**config.mk**
```make
export PLATFORM = sky130hd
export DESIGN_NAME = ecc_mem_top
export DESIGN_NICKNAME = d
export VERILOG_FILES = /design/src/verilog/ecc_mem_pkg.sv /design/src/verilog/secded_39_32_enc.sv /design/src/verilog/secded_39_32_dec.sv /design/src/verilog/mem_ecc_bridge.sv /design/src/verilog/ecc_sram.sv /design/src/verilog/ecc_err_regs.sv /design/src/verilog/ecc_mem_top.sv
export VERILOG_INCLUDE_DIRS = /design/src /design/src/include
export SDC_FILE = /design/constraint.sdc
export NUM_CORES = 2
export LEC_CHECK = 0
export ABC_AREA = 0
export BUFFER_PORTS_ARGS = -buffer_cell sky130_fd_sc_hd__clkbuf_2
export CELL_PAD_IN_SITES_DETAIL_PLACEMENT = 1
export CELL_PAD_IN_SITES_GLOBAL_PLACEMENT = 1
export CORE_MARGIN = 2
export CORE_UTILIZATION = 60
export CTS_CLUSTER_SIZE = 10
export DETAILED_ROUTE_END_ITERATION = 6
export HOLD_SLACK_MARGIN = 0.05
export PLACE_DENSITY_LB_ADDON = 0.08
export SLEW_MARGIN = 20
export SYNTH_ARGS = -nofsm -noshare
export SYNTH_HDL_FRONTEND = slang
export SYNTH_SLANG_ARGS = --single-unit
```
**constraint.sdc**
```tcl
create_clock -name clk_i -period 13.2 [get_ports clk_i]
set_input_delay 0.66 -clock clk_i [delete_from_list [all_inputs] [get_ports clk_i]]
set_output_delay 0.66 -clock clk_i [all_outputs]
set_load 0.01 [all_outputs]
```
**src/include/ecc_mem_settings.svh**
```systemverilog
// width and depth macros for the SECDED memory port
`ifndef ECC_MEM_SETTINGS_SVH
`define ECC_MEM_SETTINGS_SVH

// payload word width
`define ECC_DATA_W 32

// hsiao check field width for a 32-bit word
`define ECC_CHECK_W 7

// word address width
`define ECC_ADDR_W 6

// number of stored words, matches the address width
`define ECC_MEM_DEPTH 64

`endif

```
**src/verilog/ecc_mem_pkg.sv**
```systemverilog
// shared types for the SECDED memory port
// also holds the hsiao column table used by encoder and decoder
`include "ecc_mem_settings.svh"

package ecc_mem_pkg;

  typedef logic [`ECC_DATA_W-1:0] data_t;
  typedef logic [`ECC_CHECK_W-1:0] check_t;
  // check field sits above the data bits
  typedef logic [`ECC_CHECK_W+`ECC_DATA_W-1:0] code_t;
  typedef logic [`ECC_ADDR_W-1:0] addr_t;
  typedef logic [`ECC_CHECK_W-1:0] syndrome_t;
  // bit 0 corrected single error, bit 1 uncorrectable
  typedef logic [1:0] err_t;
  typedef logic [15:0] cnt_t;

  typedef enum logic {
    IDLE,
    WRITE_BUSY
  } sram_state_e;

  // weight-3 columns in lexicographic order, data bit 0 at the right end
  localparam check_t [`ECC_DATA_W-1:0] HSIAO_COL = {
    7'h38, 7'h64, 7'h54, 7'h34, 7'h4c, 7'h2c, 7'h1c, 7'h62,
    7'h52, 7'h32, 7'h4a, 7'h2a, 7'h1a, 7'h46, 7'h26, 7'h16,
    7'h0e, 7'h61, 7'h51, 7'h31, 7'h49, 7'h29, 7'h19, 7'h45,
    7'h25, 7'h15, 7'h0d, 7'h43, 7'h23, 7'h13, 7'h0b, 7'h07
  };

endpackage

```
**src/verilog/secded_39_32_enc.sv**
```systemverilog
// hsiao SECDED encoder, 32 data bits to 7 check bits
// purely combinational
`include "ecc_mem_settings.svh"

module secded_39_32_enc (
  input  ecc_mem_pkg::data_t  data_i,
  output ecc_mem_pkg::check_t check_o
);

  import ecc_mem_pkg::*;

  // row view of the parity matrix
  // check bit i covers every data bit whose column has bit i set
  always_comb begin
    check_o = '0;
    for (int i = 0; i < `ECC_CHECK_W; i++) begin
      for (int j = 0; j < `ECC_DATA_W; j++) begin
        // and-mask the data bit with the column entry, then fold into parity
        check_o[i] = check_o[i] ^ (data_i[j] & HSIAO_COL[j][i]);
      end
    end
  end

  // all data columns are weight 3, check columns weight 1
  // so any single flip gives an odd, distinct syndrome
  // and any double flip gives an even, nonzero one

endmodule

```
**src/verilog/secded_39_32_dec.sv**
```systemverilog
// hsiao SECDED decoder for a 39-bit codeword
// syndrome, single-bit correction and error classification
`include "ecc_mem_settings.svh"

module secded_39_32_dec (
  input  ecc_mem_pkg::code_t     code_i,
  output ecc_mem_pkg::data_t     data_o,
  output ecc_mem_pkg::syndrome_t syndrome_o,
  output ecc_mem_pkg::err_t      err_o
);

  import ecc_mem_pkg::*;

  data_t  rd_data;
  check_t rd_check;
  // syndrome matches one of the data columns
  logic   data_hit;
  // syndrome is one-hot, so the flip is in the check field
  logic   check_hit;

  assign rd_data  = code_i[`ECC_DATA_W-1:0];
  assign rd_check = code_i[`ECC_CHECK_W+`ECC_DATA_W-1:`ECC_DATA_W];

  // column view of the same matrix
  // start from the stored check and add the column of every set data bit
  always_comb begin
    syndrome_o = rd_check;
    for (int j = 0; j < `ECC_DATA_W; j++) begin
      if (rd_data[j]) begin
        syndrome_o = syndrome_o ^ HSIAO_COL[j];
      end
    end
  end

  // flip the one data bit whose column equals the syndrome
  always_comb begin
    data_o   = rd_data;
    data_hit = 1'b0;
    for (int j = 0; j < `ECC_DATA_W; j++) begin
      if (syndrome_o == HSIAO_COL[j]) begin
        data_o[j] = ~rd_data[j];
        data_hit  = 1'b1;
      end
    end
  end

  assign check_hit = $onehot(syndrome_o);

  // zero syndrome is clean
  // a known column is a corrected single error
  // even weight or an unused odd pattern cannot be corrected
  always_comb begin
    if (syndrome_o == '0) begin
      err_o = 2'b00;
    end else if (data_hit || check_hit) begin
      err_o = 2'b01;
    end else begin
      err_o = 2'b10;
    end
  end

endmodule

```
**src/verilog/mem_ecc_bridge.sv**
```systemverilog
// ECC bridge between the requester bus and the 39-bit SRAM
// encodes and injects on writes, decodes on the read return path
module mem_ecc_bridge (
  input  logic                   clk_i,
  input  logic                   rst_i,
  // requester side
  input  logic                   req_i,
  input  logic                   we_i,
  input  ecc_mem_pkg::addr_t     addr_i,
  input  ecc_mem_pkg::data_t     wdata_i,
  output logic                   gnt_o,
  output logic                   rvalid_o,
  output ecc_mem_pkg::data_t     rdata_o,
  output ecc_mem_pkg::syndrome_t syndrome_o,
  output ecc_mem_pkg::err_t      err_o,
  // sram side
  output logic                   mem_req_o,
  output logic                   mem_we_o,
  output ecc_mem_pkg::addr_t     mem_addr_o,
  output ecc_mem_pkg::code_t     mem_wcode_o,
  input  logic                   mem_gnt_i,
  input  logic                   mem_rvalid_i,
  input  ecc_mem_pkg::code_t     mem_rcode_i,
  // fault injection from the register block
  input  ecc_mem_pkg::code_t     inject_mask_i,
  output logic                   inject_used_o
);

  import ecc_mem_pkg::*;

  check_t    wr_check;
  syndrome_t dec_syndrome;
  err_t      dec_err;

  // request side goes straight through
  assign mem_req_o  = req_i;
  assign mem_we_o   = we_i;
  assign mem_addr_o = addr_i;
  assign gnt_o      = mem_gnt_i;

  secded_39_32_enc u_enc (
    .data_i  (wdata_i),
    .check_o (wr_check)
  );

  // mask flips stored bits, check field included
  assign mem_wcode_o = {wr_check, wdata_i} ^ inject_mask_i;

  // one-shot: tells the register block the mask went out
  assign inject_used_o = req_i && we_i && mem_gnt_i && (inject_mask_i != '0);

  secded_39_32_dec u_dec (
    .code_i     (mem_rcode_i),
    .data_o     (rdata_o),
    .syndrome_o (dec_syndrome),
    .err_o      (dec_err)
  );

  assign rvalid_o = mem_rvalid_i;
  // status only means something alongside rvalid
  assign syndrome_o = mem_rvalid_i ? dec_syndrome : '0;
  assign err_o      = mem_rvalid_i ? dec_err : '0;

  // read data must trace back to a read granted one cycle earlier
  a_rvalid_after_read: assert property (@(posedge clk_i) disable iff (rst_i)
    mem_rvalid_i |-> $past(req_i && mem_gnt_i && !we_i));

endmodule

```
**src/verilog/ecc_sram.sv**
```systemverilog
// behavioral 39-bit SRAM with a req/gnt front end
// one-cycle read and a write committed in the following busy cycle
`include "ecc_mem_settings.svh"

module ecc_sram (
  input  logic               clk_i,
  input  logic               rst_i,
  input  logic               req_i,
  input  logic               we_i,
  input  ecc_mem_pkg::addr_t addr_i,
  input  ecc_mem_pkg::code_t wcode_i,
  output logic               gnt_o,
  output logic               rvalid_o,
  output ecc_mem_pkg::code_t rcode_o
);

  import ecc_mem_pkg::*;

  code_t       mem_q [`ECC_MEM_DEPTH];
  sram_state_e state_q;
  // write held for commit in the busy cycle
  addr_t       wr_addr_q;
  code_t       wr_code_q;

  // only accept new work when idle
  assign gnt_o = (state_q == IDLE);

  // front-end FSM and read return
  always_ff @(posedge clk_i) begin
    if (rst_i) begin
      state_q  <= IDLE;
      rvalid_o <= 1'b0;
    end else begin
      rvalid_o <= req_i && gnt_o && !we_i;
      if (state_q == IDLE && req_i && we_i) begin
        state_q <= WRITE_BUSY;
      end else begin
        state_q <= IDLE;
      end
    end
  end

  // array and captured payload
  always_ff @(posedge clk_i) begin
    if (req_i && gnt_o) begin
      if (we_i) begin
        wr_addr_q <= addr_i;
        wr_code_q <= wcode_i;
      end else begin
        rcode_o <= mem_q[addr_i];
      end
    end
    // second write cycle commits the word
    if (state_q == WRITE_BUSY) begin
      mem_q[wr_addr_q] <= wr_code_q;
    end
  end

  // a request refused in the busy cycle is held unchanged and granted next
  a_busy_req_held: assert property (@(posedge clk_i) disable iff (rst_i)
    (req_i && !gnt_o) |=> req_i && gnt_o && $stable(we_i) && $stable(addr_i));

endmodule

```
**src/verilog/ecc_err_regs.sv**
```systemverilog
// configuration and error log with the one-shot injection mask
// saturating corrected and uncorrectable counters and the last syndrome
`include "ecc_mem_settings.svh"

module ecc_err_regs (
  input  logic                   clk_i,
  input  logic                   rst_i,
  // config port with a single-cycle write strobe
  input  logic                   cfg_we_i,
  input  logic [1:0]             cfg_addr_i,
  input  ecc_mem_pkg::data_t     cfg_wdata_i,
  output ecc_mem_pkg::data_t     cfg_rdata_o,
  // injection toward the bridge
  output ecc_mem_pkg::code_t     inject_mask_o,
  input  logic                   inject_used_i,
  // read status from the bridge
  input  logic                   rvalid_i,
  input  ecc_mem_pkg::err_t      err_i,
  input  ecc_mem_pkg::syndrome_t syndrome_i
);

  import ecc_mem_pkg::*;

  data_t     mask_data_q;
  code_t     mask_q;
  cnt_t      corr_cnt_q;
  cnt_t      unc_cnt_q;
  syndrome_t last_syn_q;

  assign inject_mask_o = mask_q;

  // mask staging and arming
  always_ff @(posedge clk_i) begin
    if (rst_i) begin
      mask_data_q <= '0;
      mask_q      <= '0;
    end else begin
      if (cfg_we_i && cfg_addr_i == 2'd0) begin
        mask_data_q <= cfg_wdata_i;
      end
      // a new arm in the same cycle wins over dropping the used mask
      if (cfg_we_i && cfg_addr_i == 2'd1) begin
        mask_q <= {cfg_wdata_i[`ECC_CHECK_W-1:0], mask_data_q};
      end else if (inject_used_i) begin
        mask_q <= '0;
      end
    end
  end

  // clear has priority over counting
  always_ff @(posedge clk_i) begin
    if (rst_i) begin
      corr_cnt_q <= '0;
      unc_cnt_q  <= '0;
      last_syn_q <= '0;
    end else begin
      if (cfg_we_i && cfg_addr_i == 2'd2) begin
        corr_cnt_q <= '0;
        unc_cnt_q  <= '0;
      end else if (rvalid_i) begin
        // counters stick at all ones
        if (err_i[0] && corr_cnt_q != '1) begin
          corr_cnt_q <= corr_cnt_q + 1'b1;
        end
        if (err_i[1] && unc_cnt_q != '1) begin
          unc_cnt_q <= unc_cnt_q + 1'b1;
        end
      end
      if (rvalid_i && err_i != '0) begin
        last_syn_q <= syndrome_i;
      end
    end
  end

  // readback follows the address with no delay
  always_comb begin
    case (cfg_addr_i)
      2'd0:    cfg_rdata_o = mask_data_q;
      2'd1:    cfg_rdata_o = {{(`ECC_DATA_W-`ECC_CHECK_W){1'b0}},
                              mask_q[`ECC_CHECK_W+`ECC_DATA_W-1:`ECC_DATA_W]};
      2'd2:    cfg_rdata_o = {16'h0000, corr_cnt_q};
      default: cfg_rdata_o = {unc_cnt_q, {(16-`ECC_CHECK_W){1'b0}}, last_syn_q};
    endcase
  end

endmodule

```
**src/verilog/ecc_mem_top.sv**
```systemverilog
// top level of the SECDED memory port
// bridge, SRAM and config/error-log block
module ecc_mem_top (
  input  logic                   clk_i,
  input  logic                   rst_i,
  // memory bus
  input  logic                   req_i,
  input  logic                   we_i,
  input  ecc_mem_pkg::addr_t     addr_i,
  input  ecc_mem_pkg::data_t     wdata_i,
  output logic                   gnt_o,
  output logic                   rvalid_o,
  output ecc_mem_pkg::data_t     rdata_o,
  output ecc_mem_pkg::syndrome_t syndrome_o,
  output ecc_mem_pkg::err_t      err_o,
  // config port
  input  logic                   cfg_we_i,
  input  logic [1:0]             cfg_addr_i,
  input  ecc_mem_pkg::data_t     cfg_wdata_i,
  output ecc_mem_pkg::data_t     cfg_rdata_o
);

  import ecc_mem_pkg::*;

  // bridge to SRAM
  logic  mem_req;
  logic  mem_we;
  addr_t mem_addr;
  code_t mem_wcode;
  logic  mem_gnt;
  logic  mem_rvalid;
  code_t mem_rcode;
  // register block to bridge
  code_t inject_mask;
  logic  inject_used;

  mem_ecc_bridge u_bridge (
    .clk_i         (clk_i),
    .rst_i         (rst_i),
    .req_i         (req_i),
    .we_i          (we_i),
    .addr_i        (addr_i),
    .wdata_i       (wdata_i),
    .gnt_o         (gnt_o),
    .rvalid_o      (rvalid_o),
    .rdata_o       (rdata_o),
    .syndrome_o    (syndrome_o),
    .err_o         (err_o),
    .mem_req_o     (mem_req),
    .mem_we_o      (mem_we),
    .mem_addr_o    (mem_addr),
    .mem_wcode_o   (mem_wcode),
    .mem_gnt_i     (mem_gnt),
    .mem_rvalid_i  (mem_rvalid),
    .mem_rcode_i   (mem_rcode),
    .inject_mask_i (inject_mask),
    .inject_used_o (inject_used)
  );

  ecc_sram u_sram (
    .clk_i    (clk_i),
    .rst_i    (rst_i),
    .req_i    (mem_req),
    .we_i     (mem_we),
    .addr_i   (mem_addr),
    .wcode_i  (mem_wcode),
    .gnt_o    (mem_gnt),
    .rvalid_o (mem_rvalid),
    .rcode_o  (mem_rcode)
  );

  // logs what the bridge returns to the requester
  ecc_err_regs u_regs (
    .clk_i         (clk_i),
    .rst_i         (rst_i),
    .cfg_we_i      (cfg_we_i),
    .cfg_addr_i    (cfg_addr_i),
    .cfg_wdata_i   (cfg_wdata_i),
    .cfg_rdata_o   (cfg_rdata_o),
    .inject_mask_o (inject_mask),
    .inject_used_i (inject_used),
    .rvalid_i      (rvalid_o),
    .err_i         (err_o),
    .syndrome_i    (syndrome_o)
  );

endmodule

```
==> flow_summary.yaml <==
worst_hold_path:
  hold_class: "input pin to flip-flop"
  hold_depth: 2
  hp-start: "wdata_i[11]"
  hold_end: "u_sram.wr_code_q[11]"
cts:
  clock_latency_ns: 0.95
  clk_path_buf_depth: 4
  clock_sinks: 2692
  cts_setup_buffers: 0
  htreeDepth: 5
  root_buffer: "clkbuf_16"
  cts_tree: "built"
  cts_buffers: 322
  clk_pin_slew_ns: 0.05
worst_setup_path:
  path_common_cell: "fa_1"
  crit_chain: "xnor3_1, xnor2_1, xnor3_2, inv_2, fa_1, inv_1, fa_1, ha_1, a21o_1, fa_1, nor2_1, a21oi_1, o211ai_1, or4_1, buf_4, nor2_1, clkbuf_2"
  crit_type: "flip-flop to output port"
  cp_slowest_cell: "xnor3_2"
  worst-path-max-fanout: 52
  r2r-end: "u_regs.unc_cnt_q[3]"
  r2r_start: "u_sram.rcode_o[10]"
  critPathLaunchType: "flip-flop"
  max_stage_delay_ns: 0.58
  cp.arrival_ns: 6.52
  cp-end-kind: "output port"
  reg2reg_depth: 17
  worstPathRequired_ns: 12.54
  r2r_slack_ns: 7.27
detailed_routing:
  remaining_drc_errors: 0
  top_layer: "met5"
  vias: 51760
  m1WireLength_mm: 110.2
  wl_per_cell_um: 38.65
  vias_per_cell: 6.972
  wl_met3_mm: 26.01
  drt_first_pass_iters: 5
  met2_length_mm: 139.8
  wirelength_mm: 287.0
  ant_nets: 0
  drtIter0Drc: 7349
floorplanning:
  initial_core_util: 0.6035
  die_area_sq_mm: 0.1780
  boundaryPins: 152
  die_y_um: 421.9
  die_x_um: 421.9
  core-area_sq_mm: 0.1736
  std_cell_rows: 153
grt:
  grt_first_pass_wirelength_mm: 407.8
  grt_pass1_vias: 53940
  grt-ovfl-total: 0
  groute.usage.overall: 0.3282
  grt_max_degree: 119
  antenna_found_initial: 11
logic_synthesis:
  syn_inst: 4633
  yosysUniqueCellTypes: 61
  yosys_register_bits: 2692
  synth_edf_count: 2580
  synth_ff_type: "edfxtp_1"
  synthesis.nets: 4720
  postSynthAreaPerCell_sq_um: 22.62
  ys_seq_area_frac: 0.7607
  syn_area_sq_mm: 0.1048
  ys_warn_count: 0
  synthArstFlopShare: 0
power_and_ir_drop:
  seqPwrFrac: 0.497
  vdd_drop_max_mv: 0.3839
  netSwitchingFraction: 0.2376
  combPwrFrac: 0.106
  clockPowerShare: 0.396
  p_leak_nw: 37.12
  power.internal_mw: 14.53
  powerDensity_mw_per_mm2: 161.5
  p_switching_mw: 4.529
timing:
  tns_ns: 0
  fin_worst_skew_ns: 0.04985
  fin_crit_sh: 0.5437
  relSlewSlack: 0.2970
  worstMarginPinSlew_ns: 1.055
  final.min_clock_period_ns: 7.176
  fmax_ghz: 0.1393
  setup_violations: 0
  rsz0062_at_grt: "false"
  hold_viol_final: 0
  maxSlewViolCount: 0
finish:
  final_util: 0.6798
  drive_gt1_frac: 0.3025
  num-nets-final: 5123
  syn_to_final_growth_pct: 12.64
placed_design:
  routabilityCongestion: 0.8898
  dpl.hpwl_mm: 155.3
  io_buffers: 151
status:
  outcome: "complete, no violations"
run:
  maxCapViolations: 0
-- layout make-up --
type	instances	area, sq um
clock buffer	373	8376
tap	2325	2909
timing repair buffer	325	2285
sequential	2692	79720
multi-input combinational	1680	24580
inverter	15	58.81
antenna	3	7.507
clock inverter	12	103.9
fill	13260	55590
-- repair_timing --
item                                   CTS  global route
hold buffers                            34             0
endpoints found under the hold margin   39             0
resized for setup                        0             0
-- metal layers --
| metal | GRT usage | vias up |
|---|---|---|
| li1 | - | 20190 |
| met1 | 0.4712 | 27970 |
| met2 | 0.5151 | 3090 |
| met3 | 0.06148 | 505 |
| met4 | 0.1182 | 4 |
| met5 | 0 | - |
-- metrics by stage --
step / power (mW) / cells / hold slack, ns / worst slack (ns) / instance area (sq um)
2_1_floorplan: 11.02 / 4633 / 0.4468 / 7.434 / 104800
3_3_place_gp: 11.55 / 7002 / 0.4638 / 7.109 / 109200
3_5_place_dp: 11.61 / 7003 / 0.4681 / 7.031 / 109200
4_1_cts: 19.10 / 7422 / 0.05159 / 6.050 / 118000
5_1_grt: 19.58 / 7422 / 0.09102 / 5.708 / 118000
6_report: 19.06 / 7425 / 0.1011 / 6.024 / 118000
-- sequential cells by signal (all words and copies together) (netlist names) --
name,count
u_sram.state_q,1
u_sram.wr_addr_q,6
u_regs.last_syn_q,7
u_regs.unc_cnt_q,16
u_sram.rvalid_o,1
u_sram.rcode_o,39
u_regs.corr_cnt_q,16
u_sram.mem_q,2496
u_regs.inject_mask_o,39
u_sram.wr_code_q,39
u_regs.mask_data_q,32
-- cell usage after synthesis (all sizes together), types with 17 or more instances --
library cell | count | area, sq um
edfxtp | 2580 | 77470
o21ai | 19 | 95.09
nand2 | 128 | 480.5
clkbuf | 176 | 660.6
nor2 | 163 | 611.8
xnor2 | 125 | 1136
nand3 | 44 | 225.2
mux2i | 17 | 170.2
xor2 | 72 | 630.6
buf | 70 | 277.8
a21oi | 57 | 285.3
mux4 | 820 | 18470
dfxtp | 112 | 2242
a22oi | 39 | 292.8
-- cell usage in the layout, fill, tap and decap left out, types with 16 or more instances in the layout --
cell and instances:
edfxtp_1 2580, mux4_2 820, clkbuf_16 327, clkbuf_2 146, buf_4 133, nand2_1 127
xnor2_1 121, dfxtp_1 112, nor2_1 99, xor2_1 72, nor2_4 62, a21oi_1 56
clkbuf_1 44, nand3_1 43, a22oi_1 39, dlygate4sd3_1 34, mux2i_1 17, or3_1 16
a22o_1 16
-- worst max-delay path: cells and delay by family (launching register included) --
| family | cells | cell delay [ns] |
|---|---|---|
| compound gates | 3 | 0.51 |
| buf+inv | 4 | 0.81 |
| fa+ha+maj | 4 | 1.72 |
| flops | 1 | 0.45 |
| simple gates | 3 | 0.83 |
| xor+xnor | 3 | 1.25 |
-- kinds of logic (layout without fill, tap and decap cells) --
family                   after synthesis  count (layout)  synth area share
other                                  0               3                 0
buffers and inverters                261             725          0.009516
flip-flops                          2692            2692            0.7607
multiplexers                         843             843            0.1785
adder cells (fa/ha/maj)               10              10          0.001409
AND/OR/NAND/NOR                      447             447           0.01939
AO/OA/AOI/OAI                        170             170           0.01075
XOR/XNOR                             210             210           0.01972
-- power groups by stage --
stage	Combinational, mW	Clock, mW	Sequential, mW
global route	2.16	7.94	9.48
finish	2.02	7.56	9.48
floorplan	1.31	0	9.72
global placement	1.90	0	9.65
CTS	1.98	7.64	9.48
detailed placement	1.96	0	9.65
-- how the worst max path moves through the flow --
| stage | startpoint | endpoint | slack, ns | cells after the start |
|---|---|---|---|---|
| global route | u_sram.rcode_o[12] | err_o[1] | 5.71 | 19 |
| global placement | u_sram.rcode_o[10] | err_o[1] | 7.11 | 17 |
| detailed placement | u_sram.rcode_o[10] | err_o[1] | 7.03 | 17 |
| finish | u_sram.rcode_o[10] | err_o[1] | 6.02 | 17 |
| CTS | u_sram.rcode_o[12] | err_o[1] | 6.05 | 19 |
| floorplan | u_sram.rcode_o[10] | err_o[1] | 7.43 | 19 |
Note: power is estimated with default switching activity, not from simulation.
